File: src/decodePkg.sv
package decodePkg;

  //////////////////////////////////////////////////
  // Primary opcodes, instr[31:26]
  //////////////////////////////////////////////////

  localparam logic [5:0] OpRType = 6'b000000;
  localparam logic [5:0] OpJ     = 6'b000010;
  localparam logic [5:0] OpJal   = 6'b000011;
  localparam logic [5:0] OpBeq   = 6'b000100;
  localparam logic [5:0] OpBne   = 6'b000101;
  localparam logic [5:0] OpAddi  = 6'b001000;
  localparam logic [5:0] OpAndi  = 6'b001100;
  localparam logic [5:0] OpOri   = 6'b001101;
  localparam logic [5:0] OpLui   = 6'b001111;
  // Loads
  localparam logic [5:0] OpLb    = 6'b100000;
  localparam logic [5:0] OpLh    = 6'b100001;
  localparam logic [5:0] OpLw    = 6'b100011;
  // Stores
  localparam logic [5:0] OpSb    = 6'b101000;
  localparam logic [5:0] OpSh    = 6'b101001;
  localparam logic [5:0] OpSw    = 6'b101011;

  //////////////////////////////////////////////////
  // R-type function codes, instr[5:0]
  //////////////////////////////////////////////////

  localparam logic [5:0] FnJr  = 6'b001000;
  localparam logic [5:0] FnAdd = 6'b100000;
  localparam logic [5:0] FnSub = 6'b100010;
  localparam logic [5:0] FnAnd = 6'b100100;
  localparam logic [5:0] FnOr  = 6'b100101;
  localparam logic [5:0] FnSlt = 6'b101010;

  // Link register written by jal
  localparam logic [4:0] RegRa = 5'd31;

  // Operation requested from execute
  typedef enum logic [3:0] {
    AluAdd,
    AluSub,
    AluAnd,
    AluOr,
    AluSlt,
    AluLui,
    AluNop
  } aluOpT;

  // Load and store access size
  typedef enum logic [1:0] {
    WidthWord,
    WidthHalf,
    WidthByte
  } memWidthT;

  // Source of the destination register number
  typedef enum logic [1:0] {
    DstRt,
    DstRd,
    DstRa
  } regDstT;

endpackage
File: src/decodeStage.sv
module decodeStage import decodePkg::*; (
  input  logic        Clock,
  input  logic        arstN,
  input  logic [31:0] instr,
  input  logic [31:0] pcPlusFour,
  input  logic        wbEn,
  input  logic [4:0]  wbAddr,
  input  logic [31:0] wbData,
  output logic        pcSel,
  output logic [31:0] branchPc,
  output logic        stall,
  output logic        exRegWrite,
  output logic        exMemRead,
  output logic        exMemWrite,
  output logic        exMemToReg,
  output logic        exAluSrcImm,
  output aluOpT       exAluOp,
  output memWidthT    exMemWidth,
  output logic [4:0]  exDestAddr,
  output logic [31:0] exRsData,
  output logic [31:0] exRtData,
  output logic [31:0] exImm32,
  output logic [31:0] exLinkPc
);

  // Instruction fields
  logic [5:0]  opcode;
  logic [4:0]  rsAddr;
  logic [4:0]  rtAddr;
  logic [4:0]  rdAddr;
  logic [5:0]  funct;

  // Decoded control
  logic        regWrite;
  logic        memRead;
  logic        memWrite;
  logic        memToReg;
  logic        aluSrcImm;
  logic        extendZero;
  aluOpT       aluOp;
  memWidthT    memWidth;
  regDstT      regDst;
  logic        isBranch;
  logic        isBne;
  logic        isJump;
  logic        isJumpReg;
  logic        readsRt;

  // Operands
  logic [31:0] rsData;
  logic [31:0] rtData;
  logic [31:0] imm32;

  assign opcode = instr[31:26];
  assign rsAddr = instr[25:21];
  assign rtAddr = instr[20:16];
  assign rdAddr = instr[15:11];
  assign funct  = instr[5:0];

  //////////////////////////////////////////////////
  // Decode and register read side by side
  //////////////////////////////////////////////////

  instrController instrController_inst (
    .opcode     (opcode),
    .funct      (funct),
    .regWrite   (regWrite),
    .memRead    (memRead),
    .memWrite   (memWrite),
    .memToReg   (memToReg),
    .aluSrcImm  (aluSrcImm),
    .extendZero (extendZero),
    .aluOp      (aluOp),
    .memWidth   (memWidth),
    .regDst     (regDst),
    .isBranch   (isBranch),
    .isBne      (isBne),
    .isJump     (isJump),
    .isJumpReg  (isJumpReg),
    .readsRt    (readsRt)
  );

  registerFile registerFile_inst (
    .Clock  (Clock),
    .arstN  (arstN),
    .rsAddr (rsAddr),
    .rtAddr (rtAddr),
    .wbEn   (wbEn),
    .wbAddr (wbAddr),
    .wbData (wbData),
    .rsData (rsData),
    .rtData (rtData)
  );

  // Redirect decided in this cycle
  branchResolve branchResolve_inst (
    .instr      (instr),
    .pcPlusFour (pcPlusFour),
    .rsData     (rsData),
    .rtData     (rtData),
    .extendZero (extendZero),
    .isBranch   (isBranch),
    .isBne      (isBne),
    .isJump     (isJump),
    .isJumpReg  (isJumpReg),
    .imm32      (imm32),
    .pcSel      (pcSel),
    .branchPc   (branchPc)
  );

  //////////////////////////////////////////////////
  // ID/EX boundary
  //////////////////////////////////////////////////

  idExPipeReg idExPipeReg_inst (
    .Clock       (Clock),
    .arstN       (arstN),
    .rsAddr      (rsAddr),
    .rtAddr      (rtAddr),
    .rdAddr      (rdAddr),
    .readsRt     (readsRt),
    .regWrite    (regWrite),
    .memRead     (memRead),
    .memWrite    (memWrite),
    .memToReg    (memToReg),
    .aluSrcImm   (aluSrcImm),
    .aluOp       (aluOp),
    .memWidth    (memWidth),
    .regDst      (regDst),
    .rsData      (rsData),
    .rtData      (rtData),
    .imm32       (imm32),
    .pcPlusFour  (pcPlusFour),
    .stall       (stall),
    .exRegWrite  (exRegWrite),
    .exMemRead   (exMemRead),
    .exMemWrite  (exMemWrite),
    .exMemToReg  (exMemToReg),
    .exAluSrcImm (exAluSrcImm),
    .exAluOp     (exAluOp),
    .exMemWidth  (exMemWidth),
    .exDestAddr  (exDestAddr),
    .exRsData    (exRsData),
    .exRtData    (exRtData),
    .exImm32     (exImm32),
    .exLinkPc    (exLinkPc)
  );

endmodule

File: src/idExPipeReg.sv
module idExPipeReg import decodePkg::*; (
  input  logic        Clock,
  input  logic        arstN,
  input  logic [4:0]  rsAddr,
  input  logic [4:0]  rtAddr,
  input  logic [4:0]  rdAddr,
  input  logic        readsRt,
  input  logic        regWrite,
  input  logic        memRead,
  input  logic        memWrite,
  input  logic        memToReg,
  input  logic        aluSrcImm,
  input  aluOpT       aluOp,
  input  memWidthT    memWidth,
  input  regDstT      regDst,
  input  logic [31:0] rsData,
  input  logic [31:0] rtData,
  input  logic [31:0] imm32,
  input  logic [31:0] pcPlusFour,
  output logic        stall,
  output logic        exRegWrite,
  output logic        exMemRead,
  output logic        exMemWrite,
  output logic        exMemToReg,
  output logic        exAluSrcImm,
  output aluOpT       exAluOp,
  output memWidthT    exMemWidth,
  output logic [4:0]  exDestAddr,
  output logic [31:0] exRsData,
  output logic [31:0] exRtData,
  output logic [31:0] exImm32,
  output logic [31:0] exLinkPc
);

  logic [4:0] destAddr;

  // Final destination number
  always_comb begin
    case (regDst)
      DstRd:   destAddr = rdAddr;
      DstRa:   destAddr = RegRa;
      default: destAddr = rtAddr;
    endcase
  end

  //////////////////////////////////////////////////
  // Load-use hazard
  //////////////////////////////////////////////////

  // Held load whose result the current instruction needs
  // rt only counts when it is actually a source
  assign stall = exMemRead && (exDestAddr != 5'd0) &&
                 ((exDestAddr == rsAddr) || (readsRt && (exDestAddr == rtAddr)));

  //////////////////////////////////////////////////
  // Control fields
  //////////////////////////////////////////////////

  always_ff @(posedge Clock or negedge arstN) begin
    if (!arstN) begin
      exRegWrite  <= 1'b0;
      exMemRead   <= 1'b0;
      exMemWrite  <= 1'b0;
      exMemToReg  <= 1'b0;
      exAluSrcImm <= 1'b0;
      exAluOp     <= AluNop;
      exMemWidth  <= WidthWord;
      exDestAddr  <= 5'd0;
    end else if (stall) begin
      // Bubble while the held instruction waits a cycle
      exRegWrite  <= 1'b0;
      exMemRead   <= 1'b0;
      exMemWrite  <= 1'b0;
      exMemToReg  <= 1'b0;
      exAluSrcImm <= 1'b0;
      exAluOp     <= AluNop;
      exMemWidth  <= WidthWord;
      exDestAddr  <= 5'd0;
    end else begin
      exRegWrite  <= regWrite;
      exMemRead   <= memRead;
      exMemWrite  <= memWrite;
      exMemToReg  <= memToReg;
      exAluSrcImm <= aluSrcImm;
      exAluOp     <= aluOp;
      exMemWidth  <= memWidth;
      exDestAddr  <= destAddr;
    end
  end

  // Operand, immediate and link data
  always_ff @(posedge Clock) begin
    exRsData <= rsData;
    exRtData <= rtData;
    exImm32  <= imm32;
    // Return address for jal
    exLinkPc <= pcPlusFour;
  end

endmodule

File: src/branchResolve.sv
module branchResolve (
  input  logic [31:0] instr,
  input  logic [31:0] pcPlusFour,
  input  logic [31:0] rsData,
  input  logic [31:0] rtData,
  input  logic        extendZero,
  input  logic        isBranch,
  input  logic        isBne,
  input  logic        isJump,
  input  logic        isJumpReg,
  output logic [31:0] imm32,
  output logic        pcSel,
  output logic [31:0] branchPc
);

  logic [31:0] branchTarget;
  logic [31:0] jumpTarget;
  logic        operandsEqual;
  logic        branchTaken;

  //////////////////////////////////////////////////
  // Immediate extension
  //////////////////////////////////////////////////

  // andi and ori zero fill, everything else sign fills
  assign imm32 = extendZero ? {16'd0, instr[15:0]} :
                              {{16{instr[15]}}, instr[15:0]};

  //////////////////////////////////////////////////
  // Targets
  //////////////////////////////////////////////////

  // Word offset relative to the next instruction
  assign branchTarget = pcPlusFour + {imm32[29:0], 2'b00};

  // Region bits kept from pc, index fills the rest
  assign jumpTarget = {pcPlusFour[31:28], instr[25:0], 2'b00};

  //////////////////////////////////////////////////
  // Decision
  //////////////////////////////////////////////////

  // Raw register values, no forwarding here
  assign operandsEqual = (rsData == rtData);

  // bne inverts the equality test
  assign branchTaken = isBranch && (isBne ? !operandsEqual : operandsEqual);

  // Any jump redirects
  assign pcSel = branchTaken || isJump || isJumpReg;

  always_comb begin
    if (isJumpReg) begin
      branchPc = rsData;
    end else if (isJump) begin
      branchPc = jumpTarget;
    end else begin
      // Branch target even when not taken
      branchPc = branchTarget;
    end
  end

endmodule

File: src/registerFile.sv
module registerFile (
  input  logic        Clock,
  input  logic        arstN,
  input  logic [4:0]  rsAddr,
  input  logic [4:0]  rtAddr,
  input  logic        wbEn,
  input  logic [4:0]  wbAddr,
  input  logic [31:0] wbData,
  output logic [31:0] rsData,
  output logic [31:0] rtData
);

  logic [31:0] regs [32];
  logic        wbValid;

  // Writes to r0 are dropped
  assign wbValid = wbEn && (wbAddr != 5'd0);

  //////////////////////////////////////////////////
  // Write port
  //////////////////////////////////////////////////

  always_ff @(posedge Clock or negedge arstN) begin
    if (!arstN) begin
      for (int i = 0; i < 32; i++) begin
        regs[i] <= 32'd0;
      end
    end else if (wbValid) begin
      regs[wbAddr] <= wbData;
    end
  end

  //////////////////////////////////////////////////
  // Read ports with writeback bypass
  //////////////////////////////////////////////////

  always_comb begin
    // r0 first, then same-cycle write, then stored value
    if (rsAddr == 5'd0) begin
      rsData = 32'd0;
    end else if (wbValid && (wbAddr == rsAddr)) begin
      rsData = wbData;
    end else begin
      rsData = regs[rsAddr];
    end

    if (rtAddr == 5'd0) begin
      rtData = 32'd0;
    end else if (wbValid && (wbAddr == rtAddr)) begin
      rtData = wbData;
    end else begin
      rtData = regs[rtAddr];
    end
  end

endmodule

File: src/instrController.sv
module instrController import decodePkg::*; (
  input  logic [5:0] opcode,
  input  logic [5:0] funct,
  output logic       regWrite,
  output logic       memRead,
  output logic       memWrite,
  output logic       memToReg,
  output logic       aluSrcImm,
  output logic       extendZero,
  output aluOpT      aluOp,
  output memWidthT   memWidth,
  output regDstT     regDst,
  output logic       isBranch,
  output logic       isBne,
  output logic       isJump,
  output logic       isJumpReg,
  output logic       readsRt
);

  always_comb begin
    // Bubble pattern unless an opcode below claims the instruction
    regWrite   = 1'b0;
    memRead    = 1'b0;
    memWrite   = 1'b0;
    memToReg   = 1'b0;
    aluSrcImm  = 1'b0;
    extendZero = 1'b0;
    aluOp      = AluNop;
    memWidth   = WidthWord;
    regDst     = DstRt;
    isBranch   = 1'b0;
    isBne      = 1'b0;
    isJump     = 1'b0;
    isJumpReg  = 1'b0;
    readsRt    = 1'b0;

    case (opcode)
      OpRType: begin
        // Register-register ops write rd and read both sources
        case (funct)
          FnAdd, FnSub, FnAnd, FnOr, FnSlt: begin
            regWrite = 1'b1;
            regDst   = DstRd;
            readsRt  = 1'b1;
            case (funct)
              FnSub:   aluOp = AluSub;
              FnAnd:   aluOp = AluAnd;
              FnOr:    aluOp = AluOr;
              FnSlt:   aluOp = AluSlt;
              default: aluOp = AluAdd;
            endcase
          end
          // Target comes straight from rs
          FnJr:    isJumpReg = 1'b1;
          default: ;
        endcase
      end

      // Immediate arithmetic and logic
      OpAddi, OpAndi, OpOri, OpLui: begin
        regWrite  = 1'b1;
        aluSrcImm = 1'b1;
        case (opcode)
          OpAndi: begin
            aluOp      = AluAnd;
            extendZero = 1'b1;
          end
          OpOri: begin
            aluOp      = AluOr;
            extendZero = 1'b1;
          end
          OpLui:   aluOp = AluLui;
          default: aluOp = AluAdd;
        endcase
      end

      // Loads address memory at rs plus offset
      OpLw, OpLh, OpLb: begin
        regWrite  = 1'b1;
        memRead   = 1'b1;
        memToReg  = 1'b1;
        aluSrcImm = 1'b1;
        aluOp     = AluAdd;
        memWidth  = (opcode == OpLw) ? WidthWord :
                    (opcode == OpLh) ? WidthHalf : WidthByte;
      end

      // Stores carry rt as write data
      OpSw, OpSh, OpSb: begin
        memWrite  = 1'b1;
        aluSrcImm = 1'b1;
        aluOp     = AluAdd;
        readsRt   = 1'b1;
        memWidth  = (opcode == OpSw) ? WidthWord :
                    (opcode == OpSh) ? WidthHalf : WidthByte;
      end

      // Compared in decode, nothing left for execute
      OpBeq, OpBne: begin
        isBranch = 1'b1;
        isBne    = (opcode == OpBne);
        readsRt  = 1'b1;
      end

      OpJ: isJump = 1'b1;

      // Link value rides along as exLinkPc
      OpJal: begin
        isJump   = 1'b1;
        regWrite = 1'b1;
        regDst   = DstRa;
      end

      default: ;
    endcase
  end

endmodule

File: config.mk
export PLATFORM = sky130hd
export DESIGN_NAME = decodeStage
export DESIGN_NICKNAME = d
export VERILOG_FILES = /design/src/decodePkg.sv /design/src/decodeStage.sv /design/src/idExPipeReg.sv /design/src/branchResolve.sv /design/src/registerFile.sv /design/src/instrController.sv
export SDC_FILE = /design/constraint.sdc
export NUM_CORES = 2
export LEC_CHECK = 0
export BUFFER_PORTS_ARGS = -buffer_cell sky130_fd_sc_hd__buf_2
export CAP_MARGIN = 25
export CELL_PAD_IN_SITES_DETAIL_PLACEMENT = 1
export CELL_PAD_IN_SITES_GLOBAL_PLACEMENT = 1
export CORE_MARGIN = 4
export CORE_UTILIZATION = 35
export CTS_BUF_LIST = sky130_fd_sc_hd__clkbuf_8
export DETAILED_ROUTE_END_ITERATION = 6
export GPL_ROUTABILITY_DRIVEN = 0
export PLACE_DENSITY_LB_ADDON = 0.1
export REMOVE_ABC_BUFFERS = 1
export SYNTH_ARGS = -nofsm -noshare
export SYNTH_HDL_FRONTEND = slang
export SYNTH_HIERARCHICAL = 1
export SYNTH_SLANG_ARGS = --single-unit
File: constraint.sdc
create_clock -name Clock -period 7.1 [get_ports Clock]
set_input_delay 1.42 -clock Clock [delete_from_list [all_inputs] [get_ports Clock]]
set_output_delay 1.42 -clock Clock [all_outputs]
set_load 0.01 [all_outputs]
== After elaboration in Yosys (flattened, before gate mapping) ==
Index checks and enable logic that the tools add are counted.
Widths: inputs -> output; s select.

* Eq/ne operators: 27
* Reduce and logical (&&, ||, !) cells: 28
* Multiplexer cells: 49
* Bitwise operators: 3
* Magnitude comparators: 4
* Add/sub/neg operators: 1

{| class="wikitable"
|+ Operator list
! kind !! count
|-
| $bwmux 1024 || 1
|-
| $mux 32 || 11
|-
| $bmux 32 s5 || 2
|-
| $demux 32 s5 || 1
|-
| $eq 6x6->1 const B || 11
|-
| $add 32x32->32 || 1
|-
| $eq 32x32->1 || 1
|-
| $eq 6x4->1 const B || 5
|-
| $mux 30 || 1
|-
| $eq 5x5->1 || 4
|-
| $ge 6x6->1 const B || 3
|-
| $not 5->6 || 3
|-
| $mux 1 || 17
|-
| $eq 6x2->1 const B || 2
|-
| $eq 6x3->1 const B || 2
|-
| $pmux 3 s4 || 1
|-
| $pmux 4 s3 || 1
|-
| $logic_not 5->1 || 2
|-
| $mux 2 || 5
|-
| $pmux 5 s2 || 1
|-
| $reduce_bool 5->1 || 2
|-
| $reduce_or 10->1 || 1
|-
| $reduce_or 5->1 || 2
|-
| $pmux 3 s3 || 1
|-
| other kinds (16) || 31
|}

* Bits of input ports: 104
* Output and inout port bits: 178
* Register bits: 1166

== Logic depth before layout (Yosys ltp) ==
* Word-level depth: 12
* Mapped depth: 18
* Depth with buffers taken out: 12

== Modules after synthesis ==
The synthesis kept the hierarchy.

{| class="wikitable"
|+ By module, submodules not included
! module !! cells an instance !! area each (um^2) !! seq. area each (um^2) !! times used
|-
| registerFile || 3842 || 55230.5 || 25624.6 || 1
|-
| idExPipeReg || 200 || 3392.0 || 2965.3 || 1
|-
| branchResolve || 465 || 3081.7 || 0.0 || 1
|-
| instrController || 63 || 345.3 || 0.0 || 1
|}

== Worst setup path before layout ==
No wires, ideal clock.

* Path kind: input port to output port
* From: input port instr[21]
* To: output port pcSel
* Path slack: 1.618 ns
* Cell stages on the path: 15
* Arrival: 4.062 ns
* Cells stage by stage: buf_6 -> buf_6 -> buf_2 -> buf_2 -> mux4_2 -> a22oi_1 -> nand2_1 -> a32o_1 -> xnor2_1 -> nand4_1 -> nor4_1 -> nand2_1 -> xnor2_1 -> nand2_1 -> nand2_1

* Cells in the longest elaborated chain, start to end: 12
* Elaborated cells between the ends (all ways): 15
* Those cells by class: eq/ne (2); mux (6); bitwise (1); reduce/logical (6)

{| class="wikitable"
|+ RTL lines
! element !! line !! source
|-
| from (decl) || decodeStage.sv:4 || <nowiki>input logic [31:0] instr,</nowiki>
|-
| $not 5->6 (not written as such) || registerFile.sv:44 || <nowiki>rsData = regs[rsAddr];</nowiki>
|-
| $bmux 32 s5 || registerFile.sv:44 ||
|-
| $mux 32 (not written as such) (2 in a row) || registerFile.sv:44 ||
|-
| $mux 32 || registerFile.sv:41 || <nowiki>end else if (wbValid && (wbAddr == rsAddr)) begin</nowiki>
|-
| $mux 32 (*) || registerFile.sv:39 || <nowiki>if (rsAddr == 5'd0) begin</nowiki>
|-
| via rsData[7] || decodeStage.sv:50 || <nowiki>logic [31:0] rsData;</nowiki>
|-
| $eq 32x32->1 (*) || branchResolve.sv:44 || <nowiki>assign operandsEqual = (rsData == rtData);</nowiki>
|-
| $logic_not 1->1 || branchResolve.sv:47 || <nowiki>assign branchTaken = isBranch && (isBne ? !operandsEqual : operandsEqual);</nowiki>
|-
| $mux 1 (*) || branchResolve.sv:47 ||
|-
| $logic_and 1x1->1 (*) || branchResolve.sv:47 ||
|-
| $logic_or 1x1->1 (*) (2 in a row) || branchResolve.sv:50 || <nowiki>assign pcSel = branchTaken || isJump || isJumpReg;</nowiki>
|-
| to (decl) || decodeStage.sv:9 || <nowiki>output logic pcSel,</nowiki>
|}

The timed path passes the listed nets; every way through them passes the cells marked *. The select of a mux whose other input is x is not followed.

== Worst setup path in the final report ==
* From: input port instr[18]
* To: output port pcSel

* Cells in the longest elaborated chain, start to end: 12
* Elaborated cells between the ends (all ways): 15
* Those cells by class: eq/ne (2); mux (6); bitwise (1); reduce/logical (6)

{| class="wikitable"
|+ RTL lines
! element !! line !! source
|-
| $not 5->6 (not written as such) || registerFile.sv:52 || <nowiki>rtData = regs[rtAddr];</nowiki>
|-
| $bmux 32 s5 || registerFile.sv:52 ||
|-
| $mux 32 (not written as such) (2 in a row) || registerFile.sv:52 ||
|-
| $mux 32 || registerFile.sv:49 || <nowiki>end else if (wbValid && (wbAddr == rtAddr)) begin</nowiki>
|-
| $mux 32 (*) || registerFile.sv:47 || <nowiki>if (rtAddr == 5'd0) begin</nowiki>
|-
| via rtData[27] || decodeStage.sv:51 || <nowiki>logic [31:0] rtData;</nowiki>
|-
| $eq 32x32->1 (*) || branchResolve.sv:44 ||
|-
| $logic_not 1->1 || branchResolve.sv:47 ||
|-
| $mux 1 (*) || branchResolve.sv:47 ||
|-
| $logic_and 1x1->1 (*) || branchResolve.sv:47 ||
|-
| $logic_or 1x1->1 (*) (2 in a row) || branchResolve.sv:50 ||
|}

Marked as above.

==> report_table.html <==
<table>
<tr><th>Metric</th><th>Value</th></tr>
<tr><th colspan="2">Layout</th></tr>
<tr><td>Post-Layout Cell Count</td><td>between 7k and 8k</td></tr>
<tr><td>Fill cell count</td><td>about 18k</td></tr>
<tr><td>Final Net Count</td><td>between 4k and 5k</td></tr>
<tr><td>Layout cells sized above 1</td><td>0.472</td></tr>
<tr><td>Syn-to-layout area delta</td><td>15.3%</td></tr>
<tr><td>Finished Cell Area</td><td>between 70000 and 80000 um^2</td></tr>
<tr><td>Most common library cell in the layout ignoring fill and taps</td><td>dfrtp_1</td></tr>
<tr><td>Leading cell types in the layout, fill and taps excluded</td><td>1038 x dfrtp_1, 1031 x mux2_2, 364 x mux4_2</td></tr>
<tr><th colspan="2">Worst setup path</th></tr>
<tr><td>Crit-path most repeated cell</td><td>buf_4</td></tr>
<tr><td>Cell at the slowest stage of the critical path</td><td>or4_2</td></tr>
<tr><td>Reg-to-reg slack, setup</td><td>a little under 5 ns</td></tr>
<tr><td>Number of cell instances on the worst register-to-register path</td><td>6</td></tr>
<tr><td>Endpoint of the worst-slack reg-to-reg timing path</td><td>idExPipeReg_inst/exRsData[30]</td></tr>
<tr><td>WP data arrival</td><td>approximately 5.6 ns</td></tr>
<tr><td>Ordered cell list for the critical path</td><td>clkbuf_8, buf_4, or4_2, nand2b_1, buf_12, a2111oi_0, buf_4, a221o_1, xnor2_1, buf_4, nand4_1, buf_4, nor4_4, nand2_2, xnor2_1, nand2_1, nand2_1, buf_2</td></tr>
<tr><td>Nature of the critical path endpoint</td><td>output pin</td></tr>
<tr><td>Critical path peak fanout</td><td>14</td></tr>
<tr><td>Worst setup path end</td><td>pcSel</td></tr>
<tr><td>Startpoint kind of the worst setup timing path</td><td>input port</td></tr>
<tr><td>Delay contributed by the slowest stage of the critical path</td><td>roughly 0.64 ns</td></tr>
<tr><td>Critical path start-end classification</td><td>in2out</td></tr>
<tr><td>Critical Path Source</td><td>instr[18]</td></tr>
<tr><td>Crit path required time</td><td>5.68 ns</td></tr>
<tr><td>R2R Path Start</td><td>registerFile_inst/regs[958]</td></tr>
<tr><th colspan="2">Clock network</th></tr>
<tr><td>CTS tree</td><td>built</td></tr>
<tr><td>Number of post-CTS setup repair buffers</td><td>0</td></tr>
<tr><td>Clock Pin Slew Worst Setup and Hold Paths</td><td>0.06 ns</td></tr>
<tr><td>Cell at the root of the clock tree</td><td>clkbuf_8</td></tr>
<tr><td>Max clock buf depth</td><td>3</td></tr>
<tr><td>Number of CTS-inserted buffers</td><td>between 200 and 250</td></tr>
<tr><td>Num Clock Sinks</td><td>between 1k and 1.5k</td></tr>
<tr><td>CTS H-Tree Depth</td><td>4</td></tr>
<tr><td>Clock insertion delay at the later pin of the skew report</td><td>0.98 ns</td></tr>
<tr><th colspan="2">Logic synthesis</th></tr>
<tr><td>Post-Synth Simple-Gate Area</td><td>0.0368</td></tr>
<tr><td>Area share of fa/ha/maj cells after synthesis</td><td>0.00411</td></tr>
<tr><td>Biggest area consumer among synthesized cells</td><td>dfrtp_1</td></tr>
<tr><td>Post-synthesis compound-gate area fraction</td><td>0.0753</td></tr>
<tr><td>Number of distinct library cell variants in the gate-level netlist after synthesis</td><td>94</td></tr>
<tr><td>Synthesized area per cell</td><td>13.6 um^2</td></tr>
<tr><td>Post-synthesis cell area</td><td>~62000 um^2</td></tr>
<tr><td>Post-synthesis mux area share</td><td>0.371</td></tr>
<tr><td>Largest family of logic cells by synthesized area</td><td>multiplexers</td></tr>
<tr><td>Most used flip-flop cell after synthesis</td><td>dfrtp_1</td></tr>
<tr><td>Flip-flop and latch count after synthesis</td><td>roughly 1.2k</td></tr>
<tr><td>Leading post-synthesis cells by cell area</td><td>dfrtp_1 42%, mux2_2 19%, mux4_2 13%</td></tr>
<tr><td>Number of enable flip-flop cells after synthesis</td><td>0</td></tr>
<tr><td>Asr flop ratio synth</td><td>0.890</td></tr>
<tr><td>Cells after synthesis</td><td>~4.6k</td></tr>
<tr><td>XOR/XNOR share of the synthesized area</td><td>0.0103</td></tr>
<tr><td>Proportion of synthesized chip area in sequential cells</td><td>0.461</td></tr>
<tr><td>Post-synth top area share</td><td>0.419</td></tr>
<tr><td>Ys Warns</td><td>6</td></tr>
<tr><th colspan="2">Global route</th></tr>
<tr><td>Largest net degree at the start of global routing</td><td>between 150 and 200</td></tr>
<tr><td>Number of global-route vias before repair</td><td>between 40k and 50k</td></tr>
<tr><td>Antenna violations before repair</td><td>18</td></tr>
<tr><td>First-pass GRT wire length</td><td>about 360 mm</td></tr>
<tr><td>GRT Residual Overflow</td><td>0</td></tr>
<tr><td>Total routing resource utilization after global routing</td><td>0.274</td></tr>
<tr><th colspan="2">Floorplan</th></tr>
<tr><td>Die W</td><td>429 um</td></tr>
<tr><td>Area of the core</td><td>176000 um^2</td></tr>
<tr><td>Overall die height</td><td>roughly 430 um</td></tr>
<tr><td>Die area</td><td>between 150000 and 200000 um^2</td></tr>
<tr><td>Starting Density</td><td>0.352</td></tr>
<tr><td>FP Rows</td><td>approximately 150</td></tr>
<tr><td>Num ports</td><td>about 280</td></tr>
<tr><th colspan="2">Timing</th></tr>
<tr><td>Hold Vio Cnt, Final</td><td>0</td></tr>
<tr><td>Post-Route Skew</td><td>~0.037 ns</td></tr>
<tr><td>Setup repair after global routing missed its margin</td><td>no</td></tr>
<tr><td>Final-report max-slew violation count</td><td>0</td></tr>
<tr><td>Final setup vio count</td><td>0</td></tr>
<tr><td>Rel. slew slack</td><td>0.244</td></tr>
<tr><td>Final worst path period need</td><td>~7 ns</td></tr>
<tr><td>Tcrit/Tclk final</td><td>0.993</td></tr>
<tr><td>Top achievable clock speed</td><td>approximately 140 MHz</td></tr>
<tr><td>Tightest Pin Transition</td><td>1.13 ns</td></tr>
<tr><th colspan="2">Hold path</th></tr>
<tr><td>Type of the most critical hold path</td><td>reg2reg</td></tr>
<tr><th colspan="2">Drt</th></tr>
<tr><td>First-pass detailed-route iteration total</td><td>7</td></tr>
<tr><td>DR DRC count</td><td>0</td></tr>
<tr><td>Via count</td><td>43.9k</td></tr>
<tr><td>Routed length per placed instance</td><td>roughly 35 um</td></tr>
<tr><td>Antenna-violating nets left</td><td>0</td></tr>
<tr><td>Total routed wirelength</td><td>approximately 260 mm</td></tr>
<tr><td>Via count normalized by instance count</td><td>5.98</td></tr>
<tr><td>DR iter-0 viols</td><td>roughly 3.4k</td></tr>
<tr><th colspan="2">Run</th></tr>
<tr><td>Number of maximum-capacitance constraint violations</td><td>0</td></tr>
<tr><th colspan="2">Placement</th></tr>
<tr><td>Number of cells after detailed placement</td><td>slightly below 7k</td></tr>
<tr><td>Placed Area</td><td>67000 um^2</td></tr>
<tr><td>Detailed Place HPWL</td><td>163 mm</td></tr>
<tr><td>IO Port Bufs</td><td>~280</td></tr>
<tr><th colspan="2">Power and ir drop</th></tr>
<tr><td>Leak pwr</td><td>31.5 nW</td></tr>
<tr><td>Power density normalized to cell area</td><td>277 nW/um^2</td></tr>
<tr><td>Worst supply voltage drop on vdd</td><td>0.130 mV</td></tr>
<tr><th colspan="2">Status</th></tr>
<tr><td>Status</td><td>finished clean</td></tr>
</table>
==> power by group <==
group	internal, mW	switching (mW)	total [mW]
sequential	7.84	0.905	8.75
clock	3.68	3.12	6.79
combinational	2.27	1.99	4.27
total	13.8	6.02	19.8
==> critical path: cells and delay by family <==
kind,cells,cell delay [ns]
XOR/XNOR,2,0.48
AND/OR/NAND/NOR,7,1.74
buffers and inverters,7,1.50
AO/OA/AOI/OAI,2,0.41
==> flip-flops by register name, indices dropped and copies added, names as in the netlist <==
signal                        count
idExPipeReg_inst/exAluSrcImm      1
idExPipeReg_inst/exRegWrite       1
idExPipeReg_inst/exRtData        32
idExPipeReg_inst/exMemRead        1
idExPipeReg_inst/exMemToReg       1
idExPipeReg_inst/exAluOp          4
idExPipeReg_inst/exMemWrite       1
idExPipeReg_inst/exImm32         32
idExPipeReg_inst/exLinkPc        32
idExPipeReg_inst/exDestAddr       5
registerFile_inst/regs         1024
idExPipeReg_inst/exMemWidth       2
idExPipeReg_inst/exRsData        32
==> through the flow <==
| step | hold WS, ns | setup TNS (ns) | worst slack, ns | power (mW) | util |
|---|---|---|---|---|---|
| global placement | 0.377 | -0.490 | -0.490 | 13.0 | 0.379 |
| CTS | 0.397 | 0 | 0.0425 | 20.0 | 0.406 |
| detailed placement | 0.383 | -0.369 | -0.369 | 13.1 | 0.380 |
| floorplan | 0.365 | 0 | 0.144 | 11.1 | - |
| global route | 0.411 | 0 | 0.0410 | 20.7 | 0.406 |
| finish | 0.394 | 0 | 0.0504 | 19.8 | 0.406 |
==> repair_timing <==
item / 4_1_cts / 5_1_grt
resized for setup: 3 / 2
hold buffers: 0 / 0
cloned: 0 / 0
endpoints found under the setup margin: 1 / 1
pin swaps: 0 / 0
==> logic make-up (layout without fill, tap and decap cells) <==
family	count (synthesis)	after routing
muxes	1714	1714
other	1	11
buffers and inverters	532	959
AOI/OAI and AO/OA	614	614
and+or+nand+nor	449	449
DFF	1168	1168
xor gates and xnor gates	72	72
adders and majority gates	20	20
==> synthesized netlist by cell type (all sizes together) (12+ instances only) <==
cell	number
inv	16
mux2i	319
a22oi	61
a221o	45
a2111oi	16
nor3	30
ha	18
nand2b	20
mux2	1031
and3	13
mux4	364
nor2	81
o22ai	31
nand4	17
a22o	17
a32o	32
a221oi	33
xnor2	66
nand3	38
o211ai	18
nand2	141
dfxtp	128
o221ai	68
a311oi	12
clkbuf	282
o21ai	63
a21oi	105
nor2b	24
a211oi	16
dfrtp	1038
buf	233
nor3b	17
==> worst min-delay path by stage <==
stage                                       from  slack, ns  cells after the start                           end
CTS                  registerFile_inst/regs[999]       0.40                      0   registerFile_inst/regs[999]
global placement     registerFile_inst/regs[992]       0.38                      0   registerFile_inst/regs[992]
finish               registerFile_inst/regs[992]       0.39                      0   registerFile_inst/regs[992]
floorplan           registerFile_inst/regs[1000]       0.37                      0  registerFile_inst/regs[1000]
global route        registerFile_inst/regs[1008]       0.41                      0  registerFile_inst/regs[1008]
detailed placement   registerFile_inst/regs[999]       0.38                      0   registerFile_inst/regs[999]
==> final cells by class <==
class	count	area (um^2)	share of cell area
Inverter	17	65.1	0.000910
Timing Repair Buffer	547	4230	0.0591
Clock inverter	115	659	0.00922
Sequential cell	1168	28600	0.400
Multi-Input combinational cell	2870	31200	0.436
Antenna cell	10	25.0	0.000350
Tap cell	2340	2930	0.0409
Clock buffer	280	3850	0.0539
==> layer usage <==
layer / routed length (um) / GRT usage / vias up / part of all wire
met5: 10 / 0 / - / 0.000039
met4: 6380 / 0.0730 / 2 / 0.025
met3: 12500 / 0.0442 / 351 / 0.049
met2: 119000 / 0.438 / 1308 / 0.47
met1: 118000 / 0.388 / 24200 / 0.46
li1: - / - / 18000 / -
(Power assumes the default switching activity.)
